File: src/include/flash_rd_params.svh
//----------------------------------------------------------------------
// Flash read controller parameters.
// Flash geometry, clock rates, SCK divider and deep power-down resume
// time shared by the controller, the SPI shifter and the flash model.
//----------------------------------------------------------------------
`ifndef FLASH_RD_PARAMS_SVH
`define FLASH_RD_PARAMS_SVH

// Flash geometry in bytes and address bits.
`define FLASH_SIZE         1048576
`define FLASH_ADDR_W       20
`define BLOCK_SIZE         4096
`define BLOCK_OFS_W        12
`define BLOCK_ADDR_W       (`FLASH_ADDR_W - `BLOCK_OFS_W)

// System clock rate and deep power-down resume time.
`define CLK_PERIODS_PER_US 10
`define RESUME_US          10
`define RESUME_CYCLES      (((`RESUME_US * `CLK_PERIODS_PER_US) > 65535) ? 65535 : \
                            (`RESUME_US * `CLK_PERIODS_PER_US))

// Number of clk_i cycles in one SCK half-period.
`define SCK_DIV            2

// Address bytes sent after a command opcode.
`define CMD_ADDR_BYTES     3

`endif

File: src/design/flash_rd_pkg.sv
//----------------------------------------------------------------------
// Flash read controller types.
// Command opcodes, status codes and the sequencer state encoding.
//----------------------------------------------------------------------
`default_nettype none

package flash_rd_pkg;

   // Opcodes of the serial NOR flash that the controller issues.
   typedef enum logic [7:0] {
      CMD_RESUME_DPD = 8'hAB,
      CMD_FAST_READ  = 8'h0B,
      CMD_DPD        = 8'hB9
   } flash_cmd_e;

   // Status reported to the application.
   typedef enum logic [3:0] {
      STATUS_OK  = 4'h0,
      STATUS_END = 4'hF
   } status_e;

   // Read sequencer states.
   typedef enum logic [2:0] {
      ST_IDLE,
      ST_RESUME,
      ST_RESUME_WAIT,
      ST_RD_CMD,
      ST_RD_DATA,
      ST_DPD,
      ST_END
   } rd_state_e;

endpackage

`default_nettype wire

File: src/design/spi_byte_if.sv
//----------------------------------------------------------------------
// SPI byte interface.
// Byte traffic between the read sequencer and the SPI shifter.
//----------------------------------------------------------------------
`timescale 1ns/1ps
`default_nettype none

interface spi_byte_if;

   logic       en;
   logic [7:0] wr_data;
   logic       wr_valid;
   logic       wr_ready;
   logic       rd_ready;
   logic [7:0] rd_data;
   logic       rd_valid;

   // The sequencer side opens the frame and requests bytes.
   modport ctrl (
      output en, wr_data, wr_valid, rd_ready,
      input  wr_ready, rd_data, rd_valid
   );

   // The shifter side accepts bytes and returns what it received.
   modport engine (
      input  en, wr_data, wr_valid, rd_ready,
      output wr_ready, rd_data, rd_valid
   );

endinterface

`default_nettype wire

File: src/design/flash_rd_top.sv
//----------------------------------------------------------------------
// Serial NOR flash read controller, top level.
// Connects the application ports to the read sequencer and the SPI
// pins to the byte shifter.
//----------------------------------------------------------------------
`timescale 1ns/1ps
`default_nettype none
`include "flash_rd_params.svh"

module flash_rd_top (
   input  logic                     clk_i,
   input  logic                     rstn_i,
   input  logic                     in_en_i,
   input  logic                     in_ready_i,
   input  logic                     clear_status_i,
   input  logic                     miso_i,
   input  logic [`BLOCK_ADDR_W-1:0] start_block_addr_i,
   input  logic [`BLOCK_ADDR_W-1:0] end_block_addr_i,
   input  logic [`BLOCK_OFS_W-1:0]  read_addr_offset_i,
   output logic [7:0]               in_data_o,
   output logic                     in_valid_o,
   output flash_rd_pkg::status_e    status_o,
   output logic                     sck_o,
   output logic                     csn_o,
   output logic                     mosi_o
);

   spi_byte_if spi_bus ();

   flash_read_ctrl u_ctrl (
      .clk_i              (clk_i),
      .rstn_i             (rstn_i),
      .in_en_i            (in_en_i),
      .in_ready_i         (in_ready_i),
      .clear_status_i     (clear_status_i),
      .start_block_addr_i (start_block_addr_i),
      .end_block_addr_i   (end_block_addr_i),
      .read_addr_offset_i (read_addr_offset_i),
      .in_data_o          (in_data_o),
      .in_valid_o         (in_valid_o),
      .status_o           (status_o),
      .spi_bus            (spi_bus.ctrl)
   );

   spi_byte_engine u_engine (
      .clk_i   (clk_i),
      .rstn_i  (rstn_i),
      .miso_i  (miso_i),
      .spi_bus (spi_bus.engine),
      .sck_o   (sck_o),
      .csn_o   (csn_o),
      .mosi_o  (mosi_o)
   );

endmodule

`default_nettype wire

File: src/design/flash_read_ctrl.sv
//----------------------------------------------------------------------
// Flash read sequencer.
// Wakes the flash from deep power-down, issues a fast read at the
// requested block and offset, streams bytes to the application up to
// the end of the last block, then powers the flash down again and
// reports end of operation until it is cleared.
//----------------------------------------------------------------------
`timescale 1ns/1ps
`default_nettype none
`include "flash_rd_params.svh"

module flash_read_ctrl (
   input  logic                     clk_i,
   input  logic                     rstn_i,
   input  logic                     in_en_i,
   input  logic                     in_ready_i,
   input  logic                     clear_status_i,
   input  logic [`BLOCK_ADDR_W-1:0] start_block_addr_i,
   input  logic [`BLOCK_ADDR_W-1:0] end_block_addr_i,
   input  logic [`BLOCK_OFS_W-1:0]  read_addr_offset_i,
   output logic [7:0]               in_data_o,
   output logic                     in_valid_o,
   output flash_rd_pkg::status_e    status_o,
   spi_byte_if.ctrl                 spi_bus
);
   import flash_rd_pkg::*;

   localparam int STEP_W = 3;
   localparam int CMD_ADDR_W = 8 * `CMD_ADDR_BYTES;
   localparam logic [STEP_W-1:0] STEP_DUMMY = STEP_W'(`CMD_ADDR_BYTES + 1);
   localparam logic [STEP_W-1:0] STEP_DONE = STEP_W'(`CMD_ADDR_BYTES + 2);

   rd_state_e                state_q, state_d;
   logic [STEP_W-1:0]        step_q, step_d;
   logic [15:0]              wait_cnt_q, wait_cnt_d;
   logic                     in_en_q;
   logic                     req_q, req_d;
   logic                     streamed_q, streamed_d;
   logic                     inflight_q, inflight_d;
   logic [`FLASH_ADDR_W-1:0] addr_q, addr_d;
   logic [`BLOCK_ADDR_W-1:0] end_blk_q;
   logic [CMD_ADDR_W-1:0]    cmd_addr;
   logic                     in_en_rise;
   logic                     live;
   logic                     last_byte;
   logic                     rd_go;

   assign in_en_rise = in_en_i && !in_en_q;
   // The request stays live until in_en_i drops or the last byte arrives.
   assign live = req_q && in_en_i;
   assign last_byte = (addr_q == {end_blk_q, {`BLOCK_OFS_W{1'b1}}});
   assign cmd_addr = CMD_ADDR_W'(addr_q);
   assign rd_go = (state_q == ST_RD_DATA) && live && in_ready_i && !inflight_q;

   always_comb begin
      state_d = state_q;
      step_d = step_q;
      wait_cnt_d = wait_cnt_q;
      req_d = live;
      streamed_d = streamed_q;
      inflight_d = inflight_q;
      addr_d = addr_q;
      spi_bus.en = 1'b0;
      spi_bus.wr_data = 8'h00;
      spi_bus.wr_valid = 1'b0;
      spi_bus.rd_ready = rd_go;
      in_valid_o = 1'b0;
      case (state_q)
         ST_IDLE: begin
            streamed_d = 1'b0;
            step_d = '0;
            if (in_en_rise) begin
               req_d = 1'b1;
               addr_d = {start_block_addr_i, read_addr_offset_i};
               state_d = ST_RESUME;
            end
         end
         ST_RESUME: begin
            spi_bus.en = 1'b1;
            if (step_q == '0) begin
               spi_bus.wr_data = CMD_RESUME_DPD;
               spi_bus.wr_valid = 1'b1;
               if (spi_bus.wr_ready) begin
                  step_d = STEP_W'(1);
               end
            end else if (spi_bus.rd_valid) begin
               state_d = ST_RESUME_WAIT;
               step_d = '0;
               wait_cnt_d = 16'd0;
            end
         end
         ST_RESUME_WAIT: begin
            wait_cnt_d = wait_cnt_q + 16'd1;
            if (wait_cnt_q == 16'(`RESUME_CYCLES - 1)) begin
               state_d = live ? ST_RD_CMD : ST_DPD;
            end
         end
         ST_RD_CMD: begin
            spi_bus.en = 1'b1;
            if (step_q == STEP_DONE) begin
               // The dummy byte has completed, data follows from here on.
               if (spi_bus.rd_valid) begin
                  step_d = '0;
                  inflight_d = 1'b0;
                  streamed_d = live;
                  state_d = live ? ST_RD_DATA : ST_DPD;
               end
            end else begin
               spi_bus.wr_valid = 1'b1;
               if (step_q == '0) begin
                  spi_bus.wr_data = CMD_FAST_READ;
               end else if (step_q < STEP_DUMMY) begin
                  spi_bus.wr_data = 8'(cmd_addr >> (8 * (`CMD_ADDR_BYTES - int'(step_q))));
               end
               if (spi_bus.wr_ready) begin
                  step_d = step_q + STEP_W'(1);
               end
            end
         end
         ST_RD_DATA: begin
            spi_bus.en = 1'b1;
            in_valid_o = spi_bus.rd_valid;
            if (rd_go) begin
               inflight_d = 1'b1;
            end else if (spi_bus.rd_valid) begin
               inflight_d = 1'b0;
               addr_d = addr_q + 1'b1;
               if (last_byte) begin
                  req_d = 1'b0;
               end
            end
            // A byte in flight is delivered before the frame closes.
            if (!live && !inflight_q) begin
               state_d = ST_DPD;
               step_d = '0;
            end
         end
         ST_DPD: begin
            if (step_q == '0) begin
               // One cycle with en low so power-down gets its own frame.
               step_d = STEP_W'(1);
            end else if (step_q == STEP_W'(1)) begin
               spi_bus.en = 1'b1;
               spi_bus.wr_data = CMD_DPD;
               spi_bus.wr_valid = 1'b1;
               if (spi_bus.wr_ready) begin
                  step_d = STEP_W'(2);
               end
            end else begin
               spi_bus.en = 1'b1;
               if (spi_bus.rd_valid) begin
                  step_d = '0;
                  state_d = streamed_q ? ST_END : ST_IDLE;
               end
            end
         end
         ST_END: begin
            if (clear_status_i) begin
               state_d = ST_IDLE;
            end
         end
         default: begin
            state_d = ST_IDLE;
         end
      endcase
   end

   always_ff @(posedge clk_i or negedge rstn_i) begin
      if (!rstn_i) begin
         state_q <= ST_IDLE;
         step_q <= '0;
         wait_cnt_q <= 16'd0;
         in_en_q <= 1'b0;
         req_q <= 1'b0;
         streamed_q <= 1'b0;
         inflight_q <= 1'b0;
      end else begin
         state_q <= state_d;
         step_q <= step_d;
         wait_cnt_q <= wait_cnt_d;
         in_en_q <= in_en_i;
         req_q <= req_d;
         streamed_q <= streamed_d;
         inflight_q <= inflight_d;
      end
   end

   // Address counter and end block of the current request.
   always_ff @(posedge clk_i) begin
      addr_q <= addr_d;
      if (state_q == ST_IDLE && in_en_rise) begin
         end_blk_q <= end_block_addr_i;
      end
   end

   assign in_data_o = spi_bus.rd_data;
   assign status_o = (state_q == ST_END) ? STATUS_END : STATUS_OK;

   // The shifter stays quiet and no data leaves while no read is running.
   a_no_data_idle: assert property (@(posedge clk_i) disable iff (!rstn_i)
      (state_q == ST_IDLE || state_q == ST_END) |-> !in_valid_o && !spi_bus.rd_valid);

endmodule

`default_nettype wire

File: src/design/spi_byte_engine.sv
//----------------------------------------------------------------------
// SPI byte shifter.
// Mode-0 master that drives SCK, chip select and MOSI MSB first and
// samples MISO on the rising SCK edge. One byte lasts 16 SCK
// half-periods of SCK_DIV clock cycles each.
//----------------------------------------------------------------------
`timescale 1ns/1ps
`default_nettype none
`include "flash_rd_params.svh"

module spi_byte_engine (
   input  logic       clk_i,
   input  logic       rstn_i,
   input  logic       miso_i,
   spi_byte_if.engine spi_bus,
   output logic       sck_o,
   output logic       csn_o,
   output logic       mosi_o
);

   localparam int DIV_W = $clog2(`SCK_DIV + 1);

   logic [DIV_W-1:0] div_q;
   logic [3:0]       half_q;
   logic             busy_q;
   logic             csn_q;
   logic             sck_q;
   logic             mosi_q;
   logic             wr_ready_q;
   logic             rd_valid_q;
   logic [7:0]       tx_q;
   logic [7:0]       rx_q;
   logic             start;
   logic             edge_tick;

   // A byte starts only inside an open frame with the shifter idle.
   assign start = spi_bus.en && !csn_q && !busy_q && (spi_bus.wr_valid || spi_bus.rd_ready);
   assign edge_tick = busy_q && (div_q == DIV_W'(`SCK_DIV - 1));

   // Chip select follows en but is held low until the current byte ends.
   always_ff @(posedge clk_i or negedge rstn_i) begin
      if (!rstn_i) begin
         csn_q <= 1'b1;
      end else if (spi_bus.en) begin
         csn_q <= 1'b0;
      end else if (!busy_q) begin
         csn_q <= 1'b1;
      end
   end

   always_ff @(posedge clk_i or negedge rstn_i) begin
      if (!rstn_i) begin
         busy_q     <= 1'b0;
         div_q      <= '0;
         half_q     <= 4'd0;
         sck_q      <= 1'b0;
         mosi_q     <= 1'b0;
         wr_ready_q <= 1'b0;
         rd_valid_q <= 1'b0;
      end else begin
         wr_ready_q <= start && spi_bus.wr_valid;
         rd_valid_q <= 1'b0;
         if (start) begin
            busy_q <= 1'b1;
            div_q  <= '0;
            half_q <= 4'd0;
            // Read bytes shift out zeros.
            mosi_q <= spi_bus.wr_valid ? spi_bus.wr_data[7] : 1'b0;
         end else if (edge_tick) begin
            div_q  <= '0;
            sck_q  <= !sck_q;
            half_q <= half_q + 4'd1;
            if (sck_q) begin
               if (half_q == 4'd15) begin
                  busy_q     <= 1'b0;
                  rd_valid_q <= 1'b1;
                  mosi_q     <= 1'b0;
               end else begin
                  mosi_q <= tx_q[6];
               end
            end
         end else if (busy_q) begin
            div_q <= div_q + DIV_W'(1);
         end
      end
   end

   // Shift registers for the outgoing and incoming byte.
   always_ff @(posedge clk_i) begin
      if (start) begin
         tx_q <= spi_bus.wr_valid ? spi_bus.wr_data : 8'h00;
      end else if (edge_tick && sck_q) begin
         tx_q <= {tx_q[6:0], 1'b0};
      end
      if (edge_tick && !sck_q) begin
         rx_q <= {rx_q[6:0], miso_i};
      end
   end

   assign spi_bus.wr_ready = wr_ready_q;
   assign spi_bus.rd_valid = rd_valid_q;
   assign spi_bus.rd_data  = rx_q;
   assign sck_o  = sck_q;
   assign csn_o  = csn_q;
   assign mosi_o = mosi_q;

   // The wr_ready pulse falls in the first cycle of a byte, before SCK has moved.
   a_wr_ready_idle: assert property (@(posedge clk_i) disable iff (!rstn_i)
      spi_bus.wr_ready |-> (half_q == 4'd0 && div_q == '0 && !sck_q));

   // SCK is parked low outside a chip-select frame.
   a_sck_idle: assert property (@(posedge clk_i) disable iff (!rstn_i)
      csn_o |-> !sck_o);

endmodule

`default_nettype wire

File: config.mk
export PLATFORM = sky130hd
export DESIGN_NAME = flash_rd_top
export DESIGN_NICKNAME = d
export VERILOG_FILES = /design/src/design/flash_rd_pkg.sv /design/src/design/spi_byte_if.sv /design/src/design/flash_rd_top.sv /design/src/design/flash_read_ctrl.sv /design/src/design/spi_byte_engine.sv
export VERILOG_INCLUDE_DIRS = /design/src /design/src/include
export SDC_FILE = /design/constraint.sdc
export NUM_CORES = 1
export LEC_CHECK = 0
export ABC_AREA = 0
export BUFFER_PORTS_ARGS = -buffer_cell sky130_fd_sc_hd__buf_2
export CAP_MARGIN = 20
export CORE_ASPECT_RATIO = 0.5
export CORE_MARGIN = 2
export CORE_UTILIZATION = 25
export CTS_BUF_LIST = sky130_fd_sc_hd__clkbuf_4 sky130_fd_sc_hd__clkbuf_8
export DETAILED_ROUTE_END_ITERATION = 7
export GPL_TIMING_DRIVEN = 0
export PLACE_DENSITY_LB_ADDON = 0.3
export SLEW_MARGIN = 15
export SYNTH_ARGS = -nofsm -noshare
export SYNTH_HDL_FRONTEND = slang
export SYNTH_SLANG_ARGS = --single-unit
File: constraint.sdc
create_clock -name clk_i -period 2.8 [get_ports clk_i]
set_input_delay 0.28 -clock clk_i [delete_from_list [all_inputs] [get_ports clk_i]]
set_output_delay 0.28 -clock clk_i [all_outputs]
set_load 0.01 [all_outputs]
## Word level (Yosys, flattened, before mapping)

Cells that the tools add are included.

- Input bits: 34
- Output and inout bits: 16
- Register bits: 81

- Bitwise gates (word level): 1
- Muxes and demuxes: 83
- Reduce and logical (&&, ||, !) cells: 43
- Shift operators: 1
- $lt $le $gt $ge: 1
- Add/sub/neg operators: 6
- Equality and inequality tests: 29

Operator list:

| operator | count |
|---|---|
| $mux 3 | 22 |
| $mux 20 | 3 |
| $mux 8 | 6 |
| $pmux 20 s2 | 1 |
| $mux 16 | 2 |
| $pmux 16 s2 | 1 |
| $shr 20x32->8 | 1 |
| $mux 1 | 31 |
| $pmux 8 s3 | 1 |
| $mux 7 | 3 |
| $pmux 3 s7 | 1 |
| $add 20x1->20 const B | 1 |
| $eq 20x20->1 | 1 |
| $add 16x1->16 const B | 1 |
| $eq 16x7->1 const B | 1 |
| $ne 2x1->1 const B | 8 |
| $reduce_bool 2->1 | 8 |
| $pmux 3 s5 | 1 |
| $logic_and 1x1->1 | 14 |
| $eq 3x3->1 const B | 4 |
| $mux 4 | 3 |
| $ne 2x2->1 const B | 6 |
| $reduce_and 11->1 | 1 |
| $reduce_and 3->1 | 3 |
| other kinds (25) | 40 |

## Depth between registers and ports, before layout

- Depth after elaboration: 8
- Mapped depth: 10

## By module

A second synthesis with hierarchy kept.

- Cells, all modules: 462
- Area, all modules: 4675.7 sq um

Modules (own cells, without submodules):

| module | area each (sq um) | cells each | instances |
|---|---|---|---|
| flash_read_ctrl | 3554.7 | 375 | 1 |
| spi_byte_engine | 1121.1 | 87 | 1 |

## Worst setup path after synthesis

Ideal clock, no wire load.

- Path type: register -> register
- Start: register u_ctrl.step_q[0]
- End: register u_engine.mosi_q (netlist: u_engine.mosi_o)
- Slack: 0.295 ns
- Data arrival time: 2.386 ns
- Data required time: 2.681 ns
- Stages on the path, launching flop included: 10
- Clock period less this slack: 2.505 ns
- Library setup time: 0.119 ns
- Path through: dfrtp_1 clkbuf_1 inv_1 ha_1 clkbuf_1 nand2b_1 a21oi_1 o311ai_1 nand2_1 o21a_1

- Cells in the longest elaborated chain, start to end: 8

Ends and longest elaborated chain:

| item | RTL line | source |
|---|---|---|
| start: declaration | flash_read_ctrl.sv:34 | `logic [STEP_W-1:0] step_q, step_d;` |
| start signal: assignment | flash_read_ctrl.sv:179 | `step_q <= step_d;` |
| $sub 2x3->4 (no line) (tied with other cells) | -- |  |
| $shr 20x32->8 (tied with other cells) | flash_read_ctrl.sv:113 | `` spi_bus.wr_data = 8'(cmd_addr >> (8 * (`CMD_ADDR_BYTES - int'(step_q)))); `` |
| $mux 8 (tied with other cells) | flash_read_ctrl.sv:112 | `end else if (step_q < STEP_DUMMY) begin` |
| $mux 8 (tied with other cells) | flash_read_ctrl.sv:110 | `if (step_q == '0) begin` |
| $mux 8 (tied with other cells) | flash_read_ctrl.sv:100 | `if (step_q == STEP_DONE) begin` |
| $pmux 8 s3 or $logic_and 1x1->1 (tied branches) | flash_read_ctrl.sv:68, spi_byte_engine.sv:37 |  |
| $mux 1 or $reduce_bool 2->1 (tied branches) | -- |  |
| $mux 1 or $reduce_and 2->1 (tied branches) | -- |  |
| end signal: assignment | spi_byte_engine.sv:68 | `mosi_q <= spi_bus.wr_valid ? spi_bus.wr_data[7] : 1'b0;` |
| end signal: assignment | spi_byte_engine.sv:79 | `mosi_q <= tx_q[6];` |
| end: declaration | spi_byte_engine.sv:28 | `logic mosi_q;` |

Parallel ways exist; a longest one is shown, timed or not.
A chain may end at the register's enable or synchronous reset.

## Final worst setup path

- Start: register u_ctrl.state_q[1]
- End: register u_engine.tx_q[1], data pin

- Cells in the longest elaborated chain, start to end: 7

Ends and longest elaborated chain:

| item | RTL line | source |
|---|---|---|
| start: declaration | flash_read_ctrl.sv:33 | `rd_state_e state_q, state_d;` |
| start signal: assignment | flash_read_ctrl.sv:178 | `state_q <= state_d;` |
| $eq 3x1->1 (tied with other cells) | flash_read_ctrl.sv:68 | `case (state_q)` |
| $reduce_or 3->1 (no line) or $logic_and 1x1->1 (tied branches) | -- |  |
| $pmux 1 s2 or $logic_and 1x1->1 (tied branches) | flash_read_ctrl.sv:68, flash_read_ctrl.sv:53 |  |
| $logic_and 1x1->1, on equally long branches | spi_byte_engine.sv:37, flash_read_ctrl.sv:53 |  |
| $logic_and 1x1->1 or $logic_or 1x1->1 (tied branches) | spi_byte_engine.sv:37 | `assign start = spi_bus.en && !csn_q && !busy_q && (spi_bus.wr_valid \|\| spi_bus.rd_ready);` |
| $logic_and 1x1->1 | spi_byte_engine.sv:37 |  |
| $mux 7 (*) | spi_byte_engine.sv:90 | `if (start) begin` |
| end signal: assignment | spi_byte_engine.sv:91 | `tx_q <= spi_bus.wr_valid ? spi_bus.wr_data : 8'h00;` |
| end signal: assignment | spi_byte_engine.sv:93 | `tx_q <= {tx_q[6:0], 1'b0};` |
| end: declaration | spi_byte_engine.sv:31 | `logic [7:0] tx_q;` |

Every way passes the cells marked *; elsewhere a longest branch is shown, timed or not.

==> flow_summary.toml <==
[logic_synthesis]
synthCells = 450
synthesis.nets = 490
synth_top_family_by_area = "simple AND/OR/NAND/NOR gates"
yosys_warnings = 0
ys_seq_area_share_pct = 50.4
synth-edff-count = 43
ys_ff_latch = 81
synth_area_sq_um = 4450
synth-simple-area-share_pct = 22.1
ys_async_sr_fraction_pct = 46.9
yosys.area.top_type_share_pct = 29.0
synthAdderAreaFrac_pct = 1.69
synth.distinct_cells = 62
synth.avg_cell_area_sq_um = 9.89
yosysTopAreaCell = "edfxtp_1"
synth_xor_area_share_pct = 8.66
synthFlopType = "edfxtp_1"
synthMuxAreaShare_pct = 1.91
yosys-top-cells-area = "edfxtp_1 29%, dfrtp_1 21%, nand2_1 5.1%"
synth_compound_area_share_pct = 12.1

[worst_setup_path]
critPathArrivalTime_ps = 2760
critical_path_class = "reg -> reg"
worstPathRequired_ps = 2910
cp-startpoint = "u_ctrl.state_q[1]$_DFFE_PN0P_"
critPathLaunchType = "register"
reg2reg_from = "u_ctrl.state_q[1]$_DFFE_PN0P_"
rrSetupSlack_ps = 150
worstPathMaxFanout = 10
endpoint_kind = "register"

[sta]
final-setup-viol-count = 0
slew_viol_final = 0
fin_tns_setup_ps = 0
slew_headroom_pct = 38.4
period_share_pct = 94.5
min_period_ps = 2650
rsz0062_at_grt = "no"
worst_slew_pin_slew_ps = 924
hold_viol = 0
max_freq_mhz = 378
skew_ps = 12.9
setup_ws_ps = 153

[die]
num_rows = 34
start_util_pct = 25.6
coreArea_sq_um = 17400
die_area_sq_um = 19000
die_height_um = 98.4
die_x_um = 193
ios = 50

[final_layout]
multi_input_comb_area_sq_um = 2110
num_antenna_cells = 0
nFillCells = 1859
fin_util_pct = 30.2
seq_area_sq_um = 2240
drive_above_1_share_pct = 18.5
syn_to_final_growth_pct = 18.2
nNetsFinal = 553
finish.cell_count_without_fillers = 752

[route]
viasPerCell = 4.65
routedWlPerCell_um = 14.7
drt_iter0_drc = 224
finalWirelength_mm = 11.1
drtPass1Iterations = 4
drc_errors = 0
vias = 3499
antenna_left = 0

[power_and_ir_drop]
power.leakage_nw = 2.12
p_int_w = 0.00169
pwr-share-seq_pct = 57.6
vdd_drop_max_v = 0.000182
p_switching_w = 0.000488
switching_share_pct = 22.4
clkPwrFrac_pct = 40.1
pwr-share-comb_pct = 2.3
power.density_nw_per_um2 = 413

[global_routing]
grt_max_degree = 39
grt_pass1_wl_mm = 18.1
overflow = 0
grt_pass1_vias = 3453
grt_antenna_before_repair = 0
grt_usage_pct = 12.2

[clocking]
cts_max_level = 3
cts-root-buf = "clkbuf_8"
cts.sinks = 81
cts_made_buffers = 9
clk_latency_ps = 370
cts_tree = "done"
clock_path_buffers = 2
clk_pin_slew_worst_paths_ps = 90

[placement]
dp.cells = 733
io_buffers = 49
dp_slack_ps = -459
dpl.hpwl_mm = 7.99
gp_congestion = 0.832

[min_path]
hold_path_class = "in -> async"

[flow_run]
maxCapViolations = 0

[outcome]
status = "finished, final reports clean"
state kept, by name, summed over array words and instances, names as in the netlist:
register,cells
u_ctrl.inflight_q,1
u_engine.half_q,4
u_ctrl.wait_cnt_q,16
u_engine.spi_bus.rd_valid,1
u_engine.sck_o,1
u_ctrl.step_q,3
u_ctrl.state_q,3
u_engine.tx_q,7
u_ctrl.in_en_q,1
u_engine.mosi_o,1
u_ctrl.req_q,1
u_ctrl.addr_q,20
u_engine.div_q,2
u_engine.spi_bus.rd_data,8
u_ctrl.end_blk_q,8
u_engine.csn_o,1
u_engine.spi_bus.wr_ready,1
u_engine.busy_q,1
u_ctrl.streamed_q,1
timing repair:
item,in CTS,in global routing
hold buffers,0,0
pin swaps,1,0
setup endpoints to repair,50,47
buffers inserted,3,0
resized for setup,7,10
synthesized netlist by cell type (3+ instances only):
library cell,number
nor4_1,4
xnor2_1,19
nor2_1,33
nor3_1,9
ha_1,6
inv_2,3
o22ai_1,3
or3_1,3
a31oi_1,3
and2_1,10
dfrtp_1,37
clkbuf_1,19
and3_1,7
xor2_1,25
a21oi_1,15
nand4_1,16
nand2b_1,8
mux2_1,3
and4_1,3
buf_4,3
edfxtp_1,43
nand2_1,60
o21ai_0,10
nand3_1,15
nor2b_1,8
o21ai_1,28
inv_1,7
worst max-delay path, cell delays in order, from the launching register on:
cell and delay, ps:
dfrtp_1 470, or3b_1 410, clkbuf_1 210, nor3_1 660, o311ai_4 210, clkbuf_2 240, nand2_1 110, o41ai_1 60
area by class of cell:
type / instances / area share (%)
plain buffers: 24 / 2.07
clock buffers: 9 / 2.35
clock inverters: 7 / 1.33
inverters: 10 / 0.713
multi-input cells: 335 / 40.0
flip-flops and latches: 81 / 42.6
well taps: 234 / 5.56
repair buffers: 52 / 5.33
stage by stage:
| step | area (sq um) | hold WS [ps] | power, W |
|---|---|---|---|
| floorplan | 4450 | -15.6 | 0.00129 |
| global placement | 4990 | 434 | 0.00133 |
| detailed placement | 4990 | 444 | 0.00133 |
| CTS | 5240 | 58.2 | 0.00221 |
| global route | 5260 | 52.5 | 0.00227 |
| finish | 5260 | 37.3 | 0.00217 |
logic make-up (layout without fill, tap and decap cells):
family,count (synthesis),in the layout
multiplexers,7,7
AO/OA/AOI/OAI,86,86
buffers and inverters,34,102
AND/OR/NAND/NOR,192,192
XOR/XNOR,44,44
flip-flops,81,81
adder cells (fa/ha/maj),6,6
placed cells by master, fill, tap and decap left out, drive strengths merged, types with 16 or more instances in the layout:
cell type  synthesis  layout
buf                5      57
clkbuf            19      28
dfrtp             37      37
edfxtp            43      43
nand2             60      60
nand4             16      16
nor2              33      33
o21ai             38      38
xnor2             19      19
xor2              25      25
power groups by stage:
| stage | combinational [W] | sequential (W) | clock (W) |
|---|---|---|---|
| 3_3_place_gp | 0.0000516 | 0.00128 | 0 |
| 5_1_grt | 0.0000588 | 0.00125 | 0.000958 |
| 4_1_cts | 0.0000525 | 0.00125 | 0.000908 |
| 3_5_place_dp | 0.0000519 | 0.00128 | 0 |
| 2_1_floorplan | 0.0000126 | 0.00128 | 0 |
| 6_report | 0.0000503 | 0.00125 | 0.000872 |
routing by layer:
layer	track usage (%)	share of wire [%]	routed length (um)	vias to the layer above
li1	-	-	-	1750
met1	17.1	51	5590	1667
met2	18.2	44	4830	75
met3	3.81	4.9	540	7
met4	2.88	0.86	95	0
met5	0	0	0	-
path summary, 6_finish.rpt:
path / end / cells after the start
max in group asynchronous: u_ctrl.wait_cnt_q[11]$_DFFE_PN0P_ / 1
setup / recovery: u_engine.tx_q[1]$_DFFE_PP_ / 7
hold reg to reg: u_engine.spi_bus.rd_data[3]$_DFFE_PP_ / 0
setup reg to reg: u_engine.tx_q[1]$_DFFE_PP_ / 7
min in group clk_i: u_ctrl.in_en_q$_DFF_PN0_ / 1
hold / removal: u_engine.mosi_o$_DFFE_PN0P_ / 1
Power figures use the tool's default switching activity.
